$ cat src/verilog/wo_defines.svh
// Widths and depths shared by the write-ordering shim and its testbench.
// The entry counts set the heap index widths, so memory must return the
// index it was given, unchanged, on mem_rsp_idx.
// Each entry count must be at least 2.

`ifndef WO_DEFINES_SVH
`define WO_DEFINES_SVH

// Request payload widths
`define WO_ADDR_BITS 32
`define WO_DATA_BITS 32
`define WO_TAG_BITS 8

// Folded address hash. Fewer bits mean more false conflicts
`define WO_HASH_BITS 6

// Outstanding requests allowed per class
`define WO_RD_ENTRIES 8
`define WO_WR_ENTRIES 4

`endif

$ cat src/verilog/wo_bus_pkg.sv
// Types seen on the request port and on the memory port.
// The memory index field is as wide as the wider of the two heap indices.
// A write index is zero-extended into it.

`default_nettype none

`include "wo_defines.svh"

package wo_bus_pkg;

    typedef logic [`WO_ADDR_BITS-1:0] addr_t;
    typedef logic [`WO_DATA_BITS-1:0] data_t;
    typedef logic [`WO_TAG_BITS-1:0]  tag_t;

    // Index widths follow from the heap depths
    localparam int RD_IDX_BITS = $clog2(`WO_RD_ENTRIES);
    localparam int WR_IDX_BITS = $clog2(`WO_WR_ENTRIES);
    localparam int MEM_IDX_BITS = (RD_IDX_BITS > WR_IDX_BITS) ? RD_IDX_BITS : WR_IDX_BITS;

    typedef logic [RD_IDX_BITS-1:0]  rd_idx_t;
    typedef logic [WR_IDX_BITS-1:0]  wr_idx_t;
    typedef logic [MEM_IDX_BITS-1:0] mem_idx_t;

endpackage

`default_nettype wire

$ cat src/verilog/wo_track_pkg.sv
// Address tracking types for the busy-address filters.
// The hash is lossy, so two different addresses may share a hash and
// block each other. That costs throughput but never breaks ordering.

`default_nettype none

`include "wo_defines.svh"

package wo_track_pkg;

    typedef logic [`WO_HASH_BITS-1:0] hash_t;

    // ============================================================
    // Address hash
    // ============================================================

    // XOR-fold the address in WO_HASH_BITS wide slices.
    // Bit i of the address lands on bit (i mod WO_HASH_BITS) of the hash,
    // so the last slice may be partial
    function automatic hash_t addr_hash(input wo_bus_pkg::addr_t addr);
        hash_t h;
        h = '0;
        for (int i = 0; i < `WO_ADDR_BITS; i++)
        begin
            h[i % `WO_HASH_BITS] = h[i % `WO_HASH_BITS] ^ addr[i];
        end
        return h;
    endfunction

endpackage

`default_nettype wire

$ cat src/verilog/busy_filter_if.sv
// Link between the control FSM and one busy-address filter.
// The conflict result is combinational from test_en and test_hash.

`default_nettype none

interface busy_filter_if #(parameter int N_ENTRIES = 4);

    localparam int IDX_BITS = $clog2(N_ENTRIES);

    // Lookup of the held request's hash
    logic                  test_en;
    wo_track_pkg::hash_t   test_hash;
    logic                  conflict;

    // Insert at issue, using the heap index as the slot
    logic                  insert_en;
    logic [IDX_BITS-1:0]   insert_idx;
    wo_track_pkg::hash_t   insert_hash;

    // Remove when the response returns
    logic                  remove_en;
    logic [IDX_BITS-1:0]   remove_idx;

    modport ctrl (
        output test_en, test_hash, insert_en, insert_idx, insert_hash,
        output remove_en, remove_idx,
        input  conflict
    );

    modport filter (
        input  test_en, test_hash, insert_en, insert_idx, insert_hash,
        input  remove_en, remove_idx,
        output conflict
    );

endinterface

`default_nettype wire

$ cat src/verilog/tag_heap_if.sv
// Link between the control FSM and one tag heap.
// free_tag is read combinationally at free_idx, in the cycle of the free.

`default_nettype none

interface tag_heap_if #(parameter int N_ENTRIES = 4);

    localparam int IDX_BITS = $clog2(N_ENTRIES);

    // Allocation at issue
    logic                  alloc_en;
    wo_bus_pkg::tag_t      alloc_tag;
    logic                  not_full;
    logic [IDX_BITS-1:0]   alloc_idx;

    // Release at response, with the saved tag read back
    logic                  free_en;
    logic [IDX_BITS-1:0]   free_idx;
    wo_bus_pkg::tag_t      free_tag;

    modport ctrl (
        output alloc_en, alloc_tag, free_en, free_idx,
        input  not_full, alloc_idx, free_tag
    );

    modport heap (
        input  alloc_en, alloc_tag, free_en, free_idx,
        output not_full, alloc_idx, free_tag
    );

endinterface

`default_nettype wire

$ cat src/verilog/busy_filter.sv
// Small CAM of address hashes for requests still outstanding at memory.
// Slots are addressed by heap index, so the heap decides which slot is free.
// Inserts and removes take effect at the next clock edge. A lookup in the
// same cycle still sees an entry that is being removed.

`default_nettype none

module busy_filter #(
    parameter int N_ENTRIES = 4
) (
    input  wire logic    clk,
    input  wire logic    resetb,
    busy_filter_if.filter f
);

    // One valid bit and one stored hash per slot
    logic [N_ENTRIES-1:0] valid;
    wo_track_pkg::hash_t  hashes [N_ENTRIES];

    // Per-slot match against the hash under test
    logic [N_ENTRIES-1:0] match;

    always_comb
    begin
        for (int i = 0; i < N_ENTRIES; i++)
        begin
            match[i] = valid[i] && (hashes[i] == f.test_hash);
        end
    end

    assign f.conflict = f.test_en && (|match);

    // A slot turns valid at insert and empty again at remove
    always_ff @(posedge clk)
    begin
        if (!resetb)
        begin
            valid <= '0;
        end
        else
        begin
            if (f.insert_en)
            begin
                valid[f.insert_idx] <= 1'b1;
            end
            if (f.remove_en)
            begin
                valid[f.remove_idx] <= 1'b0;
            end
        end
    end

    always_ff @(posedge clk)
    begin
        if (f.insert_en)
        begin
            hashes[f.insert_idx] <= f.insert_hash;
        end
    end

    // The heap must hand out only slots that the filter also sees as free
    a_insert_free: assert property (@(posedge clk) disable iff (!resetb)
        f.insert_en |-> !valid[f.insert_idx]);

    // Memory must return only indices that were issued and not yet answered
    a_remove_busy: assert property (@(posedge clk) disable iff (!resetb)
        f.remove_en |-> valid[f.remove_idx]);

endmodule

`default_nettype wire

$ cat src/verilog/order_ctrl.sv
// Holds one accepted request, tests it against the busy filters and issues it.
// Only the held request can block, so issue order equals acceptance order.
// Reads test the write filter only; writes test both filters.
// Requests without check_order skip the filter test but are still tracked.
// Responses pass straight through with the saved tag restored.

`default_nettype none

module order_ctrl (
    input  wire logic                   clk,
    input  wire logic                   resetb,
    // Request side with a valid/ready handshake
    input  wire logic                   req_valid,
    output logic                        req_ready,
    input  wire logic                   req_is_write,
    input  wire logic                   req_check_order,
    input  wire wo_bus_pkg::addr_t      req_addr,
    input  wire wo_bus_pkg::data_t      req_data,
    input  wire wo_bus_pkg::tag_t       req_tag,
    // Memory side with strobes and almost-full
    input  wire logic                   mem_almfull,
    output logic                        mem_req_valid,
    output logic                        mem_req_is_write,
    output wo_bus_pkg::addr_t           mem_req_addr,
    output wo_bus_pkg::data_t           mem_req_data,
    output wo_bus_pkg::mem_idx_t        mem_req_idx,
    input  wire logic                   mem_rsp_valid,
    input  wire logic                   mem_rsp_is_write,
    input  wire wo_bus_pkg::mem_idx_t   mem_rsp_idx,
    // Response toward the caller
    output logic                        rsp_valid,
    output logic                        rsp_is_write,
    output wo_bus_pkg::tag_t            rsp_tag,
    busy_filter_if.ctrl                 rd_filt,
    busy_filter_if.ctrl                 wr_filt,
    tag_heap_if.ctrl                    rd_heap,
    tag_heap_if.ctrl                    wr_heap
);

    // ============================================================
    // Holding stage
    // ============================================================

    // Goes high one cycle after reset is released and stays high
    logic                  running;
    logic                  hold_valid;
    logic                  hold_is_write;
    logic                  hold_check;
    wo_bus_pkg::addr_t     hold_addr;
    wo_bus_pkg::data_t     hold_data;
    wo_bus_pkg::tag_t      hold_tag;
    wo_track_pkg::hash_t   hold_hash;

    logic                  heap_full;
    logic                  blocked;
    logic                  issue;
    wo_bus_pkg::rd_idx_t   rsp_rd_idx;
    wo_bus_pkg::wr_idx_t   rsp_wr_idx;

    always_ff @(posedge clk)
    begin
        if (!resetb)
        begin
            running    <= 1'b0;
            hold_valid <= 1'b0;
        end
        else
        begin
            running <= 1'b1;
            if (req_valid && req_ready)
            begin
                hold_valid <= 1'b1;
            end
            else if (issue)
            begin
                hold_valid <= 1'b0;
            end
        end
    end

    // Payload and hash are captured on acceptance
    always_ff @(posedge clk)
    begin
        if (req_valid && req_ready)
        begin
            hold_is_write <= req_is_write;
            hold_check    <= req_check_order;
            hold_addr     <= req_addr;
            hold_data     <= req_data;
            hold_tag      <= req_tag;
            hold_hash     <= wo_track_pkg::addr_hash(req_addr);
        end
    end

    // ============================================================
    // Blocking decision and issue
    // ============================================================

    // The read filter matters only to writes
    assign rd_filt.test_en   = hold_valid && hold_check && hold_is_write;
    assign rd_filt.test_hash = hold_hash;
    assign wr_filt.test_en   = hold_valid && hold_check;
    assign wr_filt.test_hash = hold_hash;

    assign heap_full = hold_is_write ? !wr_heap.not_full : !rd_heap.not_full;
    assign blocked   = mem_almfull || heap_full || rd_filt.conflict || wr_filt.conflict;
    assign issue     = hold_valid && !blocked;

    // Accept into an empty stage or one that drains this cycle
    assign req_ready = running && (!hold_valid || issue);

    assign mem_req_valid    = issue;
    assign mem_req_is_write = hold_is_write;
    assign mem_req_addr     = hold_addr;
    assign mem_req_data     = hold_data;
    // Heap index goes out in place of the caller's tag
    assign mem_req_idx = hold_is_write ? wo_bus_pkg::mem_idx_t'(wr_heap.alloc_idx)
                                       : wo_bus_pkg::mem_idx_t'(rd_heap.alloc_idx);

    // Allocation and filter insert share the heap index
    assign rd_heap.alloc_en    = issue && !hold_is_write;
    assign rd_heap.alloc_tag   = hold_tag;
    assign rd_filt.insert_en   = issue && !hold_is_write;
    assign rd_filt.insert_idx  = rd_heap.alloc_idx;
    assign rd_filt.insert_hash = hold_hash;

    assign wr_heap.alloc_en    = issue && hold_is_write;
    assign wr_heap.alloc_tag   = hold_tag;
    assign wr_filt.insert_en   = issue && hold_is_write;
    assign wr_filt.insert_idx  = wr_heap.alloc_idx;
    assign wr_filt.insert_hash = hold_hash;

    // ============================================================
    // Response restore
    // ============================================================

    assign rsp_rd_idx = wo_bus_pkg::rd_idx_t'(mem_rsp_idx);
    assign rsp_wr_idx = wo_bus_pkg::wr_idx_t'(mem_rsp_idx);

    // Heap and filter entries are released at the edge that ends this cycle
    assign rd_heap.free_en    = mem_rsp_valid && !mem_rsp_is_write;
    assign rd_heap.free_idx   = rsp_rd_idx;
    assign rd_filt.remove_en  = mem_rsp_valid && !mem_rsp_is_write;
    assign rd_filt.remove_idx = rsp_rd_idx;

    assign wr_heap.free_en    = mem_rsp_valid && mem_rsp_is_write;
    assign wr_heap.free_idx   = rsp_wr_idx;
    assign wr_filt.remove_en  = mem_rsp_valid && mem_rsp_is_write;
    assign wr_filt.remove_idx = rsp_wr_idx;

    assign rsp_valid    = mem_rsp_valid;
    assign rsp_is_write = mem_rsp_is_write;
    assign rsp_tag      = mem_rsp_is_write ? wr_heap.free_tag : rd_heap.free_tag;

    // Memory may drop requests that arrive while it signals almost full
    a_no_issue_almfull: assert property (@(posedge clk) disable iff (!resetb)
        mem_almfull |-> !mem_req_valid);

endmodule

`default_nettype wire

$ cat src/verilog/tag_heap.sv
// Free-list allocator that saves the caller's tag per outstanding request.
// The lowest free index is always offered, so allocation is deterministic.
// An index freed in a cycle becomes available at the next edge.

`default_nettype none

module tag_heap #(
    parameter int N_ENTRIES = 4
) (
    input  wire logic  clk,
    input  wire logic  resetb,
    tag_heap_if.heap   h
);

    localparam int IDX_BITS = $clog2(N_ENTRIES);

    // Set while an index is held by an outstanding request
    logic [N_ENTRIES-1:0] busy;
    wo_bus_pkg::tag_t     tags [N_ENTRIES];

    // ============================================================
    // Allocation
    // ============================================================

    // Scan from the top so the lowest free index wins
    always_comb
    begin
        h.alloc_idx = '0;
        for (int i = N_ENTRIES - 1; i >= 0; i--)
        begin
            if (!busy[i])
            begin
                h.alloc_idx = IDX_BITS'(i);
            end
        end
    end

    assign h.not_full = !(&busy);

    // Saved tag is looked up directly by the returning index
    assign h.free_tag = tags[h.free_idx];

    always_ff @(posedge clk)
    begin
        if (!resetb)
        begin
            busy <= '0;
        end
        else
        begin
            if (h.alloc_en)
            begin
                busy[h.alloc_idx] <= 1'b1;
            end
            // A free never hits the index being allocated, since that one is idle
            if (h.free_en)
            begin
                busy[h.free_idx] <= 1'b0;
            end
        end
    end

    always_ff @(posedge clk)
    begin
        if (h.alloc_en)
        begin
            tags[h.alloc_idx] <= h.alloc_tag;
        end
    end

    // The control FSM must block issue while this heap is full
    a_alloc_not_full: assert property (@(posedge clk) disable iff (!resetb)
        h.alloc_en |-> h.not_full);

endmodule

`default_nettype wire

$ cat src/verilog/write_order_shim.sv
// Write-ordering shim between a request source and a memory.
// Memory may answer out of order but must echo mem_req_idx and the
// is_write flag. Responses cannot be stalled.
// Up to WO_RD_ENTRIES reads and WO_WR_ENTRIES writes may be outstanding.

`default_nettype none

`include "wo_defines.svh"

module write_order_shim (
    input  wire logic                   clk,
    input  wire logic                   resetb,
    input  wire logic                   req_valid,
    output logic                        req_ready,
    input  wire logic                   req_is_write,
    input  wire logic                   req_check_order,
    input  wire wo_bus_pkg::addr_t      req_addr,
    input  wire wo_bus_pkg::data_t      req_data,
    input  wire wo_bus_pkg::tag_t       req_tag,
    input  wire logic                   mem_almfull,
    output logic                        mem_req_valid,
    output logic                        mem_req_is_write,
    output wo_bus_pkg::addr_t           mem_req_addr,
    output wo_bus_pkg::data_t           mem_req_data,
    output wo_bus_pkg::mem_idx_t        mem_req_idx,
    input  wire logic                   mem_rsp_valid,
    input  wire logic                   mem_rsp_is_write,
    input  wire wo_bus_pkg::mem_idx_t   mem_rsp_idx,
    output logic                        rsp_valid,
    output logic                        rsp_is_write,
    output wo_bus_pkg::tag_t            rsp_tag
);

    // Filter slots and heap entries are paired, so each pair shares a depth
    busy_filter_if #(.N_ENTRIES(`WO_RD_ENTRIES)) rd_filt_if ();
    busy_filter_if #(.N_ENTRIES(`WO_WR_ENTRIES)) wr_filt_if ();
    tag_heap_if    #(.N_ENTRIES(`WO_RD_ENTRIES)) rd_heap_if ();
    tag_heap_if    #(.N_ENTRIES(`WO_WR_ENTRIES)) wr_heap_if ();

    order_ctrl ctrl (
        .clk, .resetb,
        .req_valid, .req_ready, .req_is_write, .req_check_order,
        .req_addr, .req_data, .req_tag,
        .mem_almfull, .mem_req_valid, .mem_req_is_write,
        .mem_req_addr, .mem_req_data, .mem_req_idx,
        .mem_rsp_valid, .mem_rsp_is_write, .mem_rsp_idx,
        .rsp_valid, .rsp_is_write, .rsp_tag,
        .rd_filt(rd_filt_if.ctrl),
        .wr_filt(wr_filt_if.ctrl),
        .rd_heap(rd_heap_if.ctrl),
        .wr_heap(wr_heap_if.ctrl)
    );

    busy_filter #(.N_ENTRIES(`WO_RD_ENTRIES)) rd_filter (.clk, .resetb, .f(rd_filt_if.filter));
    busy_filter #(.N_ENTRIES(`WO_WR_ENTRIES)) wr_filter (.clk, .resetb, .f(wr_filt_if.filter));

    tag_heap #(.N_ENTRIES(`WO_RD_ENTRIES)) rd_heap (.clk, .resetb, .h(rd_heap_if.heap));
    tag_heap #(.N_ENTRIES(`WO_WR_ENTRIES)) wr_heap (.clk, .resetb, .h(wr_heap_if.heap));

endmodule

`default_nettype wire
$ cat config.mk
export PLATFORM = sky130hd
export DESIGN_NAME = write_order_shim
export DESIGN_NICKNAME = d
export VERILOG_FILES = /design/src/verilog/wo_bus_pkg.sv /design/src/verilog/wo_track_pkg.sv /design/src/verilog/busy_filter_if.sv /design/src/verilog/tag_heap_if.sv /design/src/verilog/busy_filter.sv /design/src/verilog/order_ctrl.sv /design/src/verilog/tag_heap.sv /design/src/verilog/write_order_shim.sv
export VERILOG_INCLUDE_DIRS = /design/src /design/src/verilog
export SDC_FILE = /design/constraint.sdc
export NUM_CORES = 1
export LEC_CHECK = 0
export BUFFER_PORTS_ARGS = -buffer_cell sky130_fd_sc_hd__buf_2
export CORE_MARGIN = 2
export CORE_UTILIZATION = 48
export CTS_CLUSTER_DIAMETER = 50
export DETAILED_ROUTE_END_ITERATION = 6
export PLACE_DENSITY = 0.71
export RECOVER_POWER = 50
export SETUP_SLACK_MARGIN = 0.2
export SLEW_MARGIN = 20
export SYNTH_ARGS = -nofsm -noshare
export SYNTH_HDL_FRONTEND = slang
export SYNTH_SLANG_ARGS = --single-unit
$ cat constraint.sdc
create_clock -name clk -period 13.2 [get_ports clk]
set_input_delay 0.66 -clock clk [delete_from_list [all_inputs] [get_ports clk]]
set_output_delay 0.66 -clock clk [all_outputs]
set_load 0.05 [all_outputs]
# ---- After elaboration in Yosys (flattened, before gate mapping)
# Memories as Yosys holds them, arrays and structs flattened.
# Cells that the tools add are included.
dict set report word_totals {
  register_bits 106
  mem_bits_rw 168
  input_bits 83
  output_inout_bits 80
  elab_cells 154
  n_memories 4
}
dict set report classes {
  magnitude_cmp 8
  eq_ne 12
  muxes 42
  bitwise_logic 36
  reduce_logical 40
}
# memory depth word_bits rd rd_ports_with_merged_regs write_ports line_no
set memory_table {}
lappend memory_table {rd_heap.tags 8 8 1 0 1 tag_heap.sv:19} ;# wo_bus_pkg::tag_t tags [N_ENTRIES];
lappend memory_table {rd_filter.hashes 8 6 8 0 1 busy_filter.sv:18} ;# wo_track_pkg::hash_t hashes [N_ENTRIES];
lappend memory_table {wr_heap.tags 4 8 1 0 1 tag_heap.sv:19}
lappend memory_table {wr_filter.hashes 4 6 4 0 1 busy_filter.sv:18}
# operator n
set op_table {}
lappend op_table {{6-bit equality test} 12}
lappend op_table {{8-bit two-way mux} 7}
lappend op_table {{1-bit logical AND} 27}
lappend op_table {{3-bit two-way mux} 9}
lappend op_table {{1-bit XOR} 26}
lappend op_table {{4-bit two-way mux} 6}
lappend op_table {{8-bit bitwise AND} 2}
lappend op_table {{8-bit OR} 2}
lappend op_table {{1-bit two-way mux} 12}
lappend op_table {{4-bit bitwise AND} 2}
lappend op_table {{3-bit by 4-bit < comparator with 1-bit output (second input constant)} 2}
lappend op_table {{2-bit two-way mux} 4}
lappend op_table {{8-bit NOT} 1}
lappend op_table {{4-bit OR} 2}
lappend op_table {{8-bit AND reduction} 1}
lappend op_table {{8-bit OR reduction} 1}
lappend op_table {{1-bit demux with 3-bit select} 2}
lappend op_table {{3-bit by 1-bit >= comparator with 1-bit output (second input constant)} 2}
lappend op_table {{2-bit by 3-bit < comparator with 1-bit output (second input constant)} 2}
lappend op_table {{1-bit demux with 2-bit select} 2}
lappend op_table {{2-bit by 1-bit >= comparator with 1-bit output (second input constant)} 2}
lappend op_table {{1-bit logical NOT} 4}
lappend op_table {{1-bit logical OR} 4}
lappend op_table {{4-bit NOT} 1}
lappend op_table {{3 further kinds} 3}

# ---- Longest topological paths before layout
dict set report depth {
  word_depth 17
  ltp_mapped 9
  mapped_depth_nobuf 7
}

# ---- Hierarchy
# Synthesis repeated with hierarchy kept, for this count alone.
dict set report unflattened {
  hier_cells 640
  area_unflattened_um2 11068.1
}
# module n_inst cells_each area_each_um2 seq_area_each_um2
set modules_own_cells {}
lappend modules_own_cells {order_ctrl 1 181 3258.1 2442.3}
lappend modules_own_cells {{tag_heap (rd_heap)} 1 160 2881.5 2082.0}
lappend modules_own_cells {{busy_filter (rd_filter)} 1 157 2394.8 1601.5}
lappend modules_own_cells {{tag_heap (wr_heap)} 1 69 1372.6 1041.0}
lappend modules_own_cells {{busy_filter (wr_filter)} 1 73 1161.1 800.8}

# ---- Least setup slack after synthesis
# OpenSTA, ideal clock, no wires.
dict set report synth_timing {
  path_kind {register to register}
  startpoint {register ctrl.hold_hash[1], in the netlist ctrl.rd_filt.insert_hash[1]}
  endpoint {register ctrl.hold_check (enable)}
  setup_ps 528
  t_arrival_ps 5244
  setup_slack_ps 7429
  path_stages_with_launch 9
  path_buffers 1
  synth_period_minus_slack_ps 5771
  path_cell_list {edfxtp_1 > buf_4 > xnor2_1 > nand4_1 > nor4_1 > nor4_1 > a21oi_1 > o21ai_0 > nor2b_1}
}
dict set report synth_between {
  elab_chain_len 11
}
# element line_no
set synth_rtl {}
lappend synth_rtl {{start, declared} order_ctrl.sv:52} ;# wo_track_pkg::hash_t hold_hash;
lappend synth_rtl {{start signal, assigned} order_ctrl.sv:91} ;# hold_hash <= wo_track_pkg::addr_hash(req_addr);
lappend synth_rtl {{6-bit equality test} busy_filter.sv:27} ;# match[i] = valid[i] && (hashes[i] == f.test_hash);
lappend synth_rtl {{1-bit logical AND} busy_filter.sv:27}
lappend synth_rtl {{8-bit OR reduction} busy_filter.sv:31} ;# assign f.conflict = f.test_en && (|match);
lappend synth_rtl {{1-bit logical AND} busy_filter.sv:31}
lappend synth_rtl {{1-bit logical OR} order_ctrl.sv:106} ;# assign blocked = mem_almfull || heap_full || rd_filt.conflict || wr_filt.conflict;
lappend synth_rtl {{1-bit logical OR *} order_ctrl.sv:106}
lappend synth_rtl {{1-bit logical NOT *} order_ctrl.sv:107} ;# assign issue = hold_valid && !blocked;
lappend synth_rtl {{1-bit logical AND *} order_ctrl.sv:107}
lappend synth_rtl {{1-bit logical OR *} order_ctrl.sv:110} ;# assign req_ready = running && (!hold_valid || issue);
lappend synth_rtl {{1-bit logical AND *} order_ctrl.sv:110}
lappend synth_rtl {{1-bit logical AND *} order_ctrl.sv:84} ;# if (req_valid && req_ready)
lappend synth_rtl {{end signal, assigned} order_ctrl.sv:87} ;# hold_check <= req_check_order;
lappend synth_rtl {{end, declared} order_ctrl.sv:48} ;# logic hold_check;
# Every way passes the cells marked *; elsewhere a longest branch is shown, timed or not.
# A chain may end at the register's enable or synchronous reset.

# ---- Worst setup path in the final report
dict set report layout_timing {
  startpoint {register ctrl.hold_hash[4], in the netlist ctrl.rd_filt.insert_hash[4]}
  endpoint {output port req_ready}
}
dict set report layout_between {
  elab_chain_len 10
}
# element line_no
set layout_rtl {}
lappend layout_rtl {{6-bit equality test} busy_filter.sv:27}
lappend layout_rtl {{1-bit logical AND} busy_filter.sv:27}
lappend layout_rtl {{8-bit OR reduction} busy_filter.sv:31}
lappend layout_rtl {{1-bit logical AND} busy_filter.sv:31}
lappend layout_rtl {{1-bit logical OR} order_ctrl.sv:106}
lappend layout_rtl {{1-bit logical OR *} order_ctrl.sv:106}
lappend layout_rtl {{1-bit logical NOT *} order_ctrl.sv:107}
lappend layout_rtl {{1-bit logical AND *} order_ctrl.sv:107}
lappend layout_rtl {{1-bit logical OR *} order_ctrl.sv:110}
lappend layout_rtl {{1-bit logical AND *} order_ctrl.sv:110}
lappend layout_rtl {{end, declared} write_order_shim.sv:14} ;# output logic req_ready,
# Marks and branches as above.

==> flow_summary.ini <==
[run_status]
status = complete, no violations

[floorplanning]
die_w_um = 152.6
start_util = 0.4869
ioPinCount = 163
core-area_mm2 = 0.02176
dieHeight_um = 152.6
die_area_mm2 = 0.02327
num_rows = 54

[power_and_ir_drop]
clkPwrFrac = 0.432
p_leak_nw = 4.251
p_seq_frac = 0.504
power.switching_w = 0.0004394
p_per_area_mw_per_mm2 = 155.2
switching_share = 0.2244
internal_power_w = 0.001519
ir_drop_uv = 108.8
pwr-share-comb = 0.063

[logic_synthesis]
synth_commonest_cells = edfxtp_1 (248), xnor2_1 (60), xor2_1 (37)
syn_nets = 669
async_flop_share = 0
yosysTopAreaCell = edfxtp_1
yosys_register_bits = 274
synth.most_common_cell = edfxtp_1
ys.flop_type = edfxtp_1
synthesis.area_mm2 = 0.01059
yosysWarnings = 0
yosysSeqAreaShare = 0.7521
syn_area_per_cell_um2 = 18.08
synth_area_leaders = edfxtp_1 (70%), mux4_2 (5.1%), xnor2_1 (5.0%), dfxtp_1 (4.9%), xor2_1 (3.1%)
synth_edf_count = 248
synthCells = 586
yosys.area.top_type_share = 0.7030
synth_cell_types = 48

[min_path]
whs_endpoint = ctrl.mem_req_data[25]
hp-class = input pin to flop
hold_depth = 1
min_from = req_data[25]

[drt]
viasPerCell = 5.290
ant_nets = 0
firstDrtPassIters = 5
drc = 0
vias = 5644
drtIter0Drc = 340
wirelength_um = 21140
avgRoutedWirePerCell_um = 19.81

[clocking]
cts_sinks = 274
cts_max_level = 1
cts_tree = done
cts_buffer_depth = 3
clk_latency_ns = 0.54
clk_pin_slew_ns = 0.06
root_buffer = clkbuf_16
post_cts_buffers = 0
cts_hold_buf = 0
cts_resized = 0
cts_buffers = 31

[setup_path]
r2r_end = ctrl.rd_heap.alloc_tag[7]
cp_slowest_cell = edfxtp_1
startpoint_type = flop
rrSetupSlack_ns = 9.19
r2r_cells = 9
crit_chain = xnor2_1 -> nand4_1 -> nor4_1 -> nor4_1 -> a21oi_1 -> o21ai_0 -> and2_1 -> buf_2
path_max_fanout = 24
cpPeakStageDelay_ns = 1.04
crit_required_ns = 12.54
crit_type = flop to output port
path_common_cell = nor4_1
end_kind = output port
critical_path_arrival_ns = 3.74
timing.rr.start = ctrl.rd_filt.insert_hash[4]

[final_layout]
final_util = 0.5800
fin_cells = 1067
drive_gt1_frac = 0.2211
diodes = 0
area_growth_pct = 19.11
layout.nets = 845

[placed_design]
io_buffers = 162
dp_hpwl_um = 13310
dp.cells = 1008
gp_routability_congestion = 0.8145

[sta]
relSlewSlack = 0.2594
skew_ns = 0.01316
setup_viol = 0
hold_violations = 0
fin_crit_ns = 4.405
tns_ns = 0
holdWs_ns = 0.2848
rsz0062_at_grt = no
final.period_utilization = 0.3337
worst_slew_pin_slew_ns = 1.110
fmax_mhz = 227.0
slew_viol_final = 0

[global_route]
gr-total-overflow = 0
grt_pass1_wl_um = 32750
grt_usage = 0.1793
antenna_found_initial = 0
grt_max_degree = 81
grt_pass1_vias = 5917

[job]
cap_violations = 0
-- sequential cells by signal (all words and copies together) (netlist names) --
name                      cells
ctrl.running                  1
ctrl.mem_req_data            32
ctrl.mem_req_is_write         1
ctrl.rd_filt.insert_hash      6
wr_heap.tags                 32
rd_filter.hashes             48
wr_filter.valid               4
ctrl.rd_heap.alloc_tag        8
ctrl.hold_check               1
wr_heap.busy                  4
rd_filter.valid               8
rd_heap.busy                  8
ctrl.hold_valid               1
ctrl.mem_req_addr            32
rd_heap.tags                 64
wr_filter.hashes             24
-- per-stage QoR --
stage	total power [W]	area (um^2)	setup WS, ns
6_report	0.001958	12620	8.795
5_1_grt	0.002021	12620	8.601
4_1_cts	0.001976	12700	8.776
3_5_place_dp	0.001133	11670	8.955
3_3_place_gp	0.001129	11670	9.139
2_1_floorplan	0.001095	10590	7.429
-- power groups by stage --
stage / clock network [W] / registers [W] / logic, W
after floorplan: 0 / 0.00102 / 0.0000711
after global placement: 0 / 0.00100 / 0.000125
after detailed placement: 0 / 0.00101 / 0.000128
after CTS: 0.000861 / 0.000988 / 0.000128
after global routing: 0.000897 / 0.000990 / 0.000134
final: 0.000847 / 0.000987 / 0.000124
-- per-layer routing --
layer	global-route usage	wire, um
met1	0.2373	8855
met2	0.2981	10330
met3	0.04124	1458
met4	0.05644	498
met5	0	0
-- how the worst max path moves through the flow --
stage | slack [ns] | startpoint | end
after floorplan | 7.43 | ctrl.rd_filt.insert_hash[1] | ctrl.hold_check
after global placement | 9.14 | ctrl.rd_filt.insert_hash[4] | ctrl.mem_req_data[11]
after detailed placement | 8.95 | ctrl.rd_filt.insert_hash[4] | ctrl.mem_req_data[29]
after CTS | 8.78 | ctrl.rd_filt.insert_hash[4] | req_ready
after global routing | 8.60 | ctrl.rd_filt.insert_hash[4] | req_ready
final | 8.80 | ctrl.rd_filt.insert_hash[4] | req_ready
-- cell usage in the layout (no fill, tap or decap), types with 4 or more instances in the layout --
| master | count |
|---|---|
| inv_1 | 10 |
| edfxtp_1 | 248 |
| mux2i_1 | 8 |
| buf_2 | 78 |
| nor2_1 | 5 |
| mux4_2 | 24 |
| a21oi_1 | 11 |
| nand2_1 | 27 |
| o21ai_0 | 18 |
| xor2_1 | 37 |
| dfxtp_1 | 26 |
| clkinv_2 | 6 |
| nor4_1 | 12 |
| nand4_1 | 13 |
| nand2b_1 | 4 |
| clkbuf_16 | 32 |
| clkbuf_1 | 89 |
| xnor2_1 | 60 |
| o21a_1 | 17 |
-- critical path, delay by kind of cell, from the launching register on --
family / cells / cell delay [ns]
AND/OR/NAND/NOR: 4 / 1.17
flip-flops: 1 / 1.04
buffers and inverters: 1 / 0.26
AO/OA/AOI/OAI: 2 / 0.56
XOR/XNOR: 1 / 0.17
-- cells by family after synthesis --
| logic type | count (synthesis) | share of synthesized area |
|---|---|---|
| simple gates | 93 | 0.05409 |
| buf+inv | 31 | 0.01618 |
| xor+xnor | 98 | 0.08173 |
| flops | 274 | 0.7521 |
| mux | 32 | 0.05858 |
| compound gates | 58 | 0.03732 |
-- area by class of cell --
cell class              count  area (um^2)
clock inverters            20        196.4
repair buffers            164        740.7
multi-input cells         281         2492
clock buffers              38        833.3
inverters                  10        37.54
well taps                 280        350.3
flip-flops and latches    274         7968
fillers                  1715         9138
(Power assumes the default switching activity.)
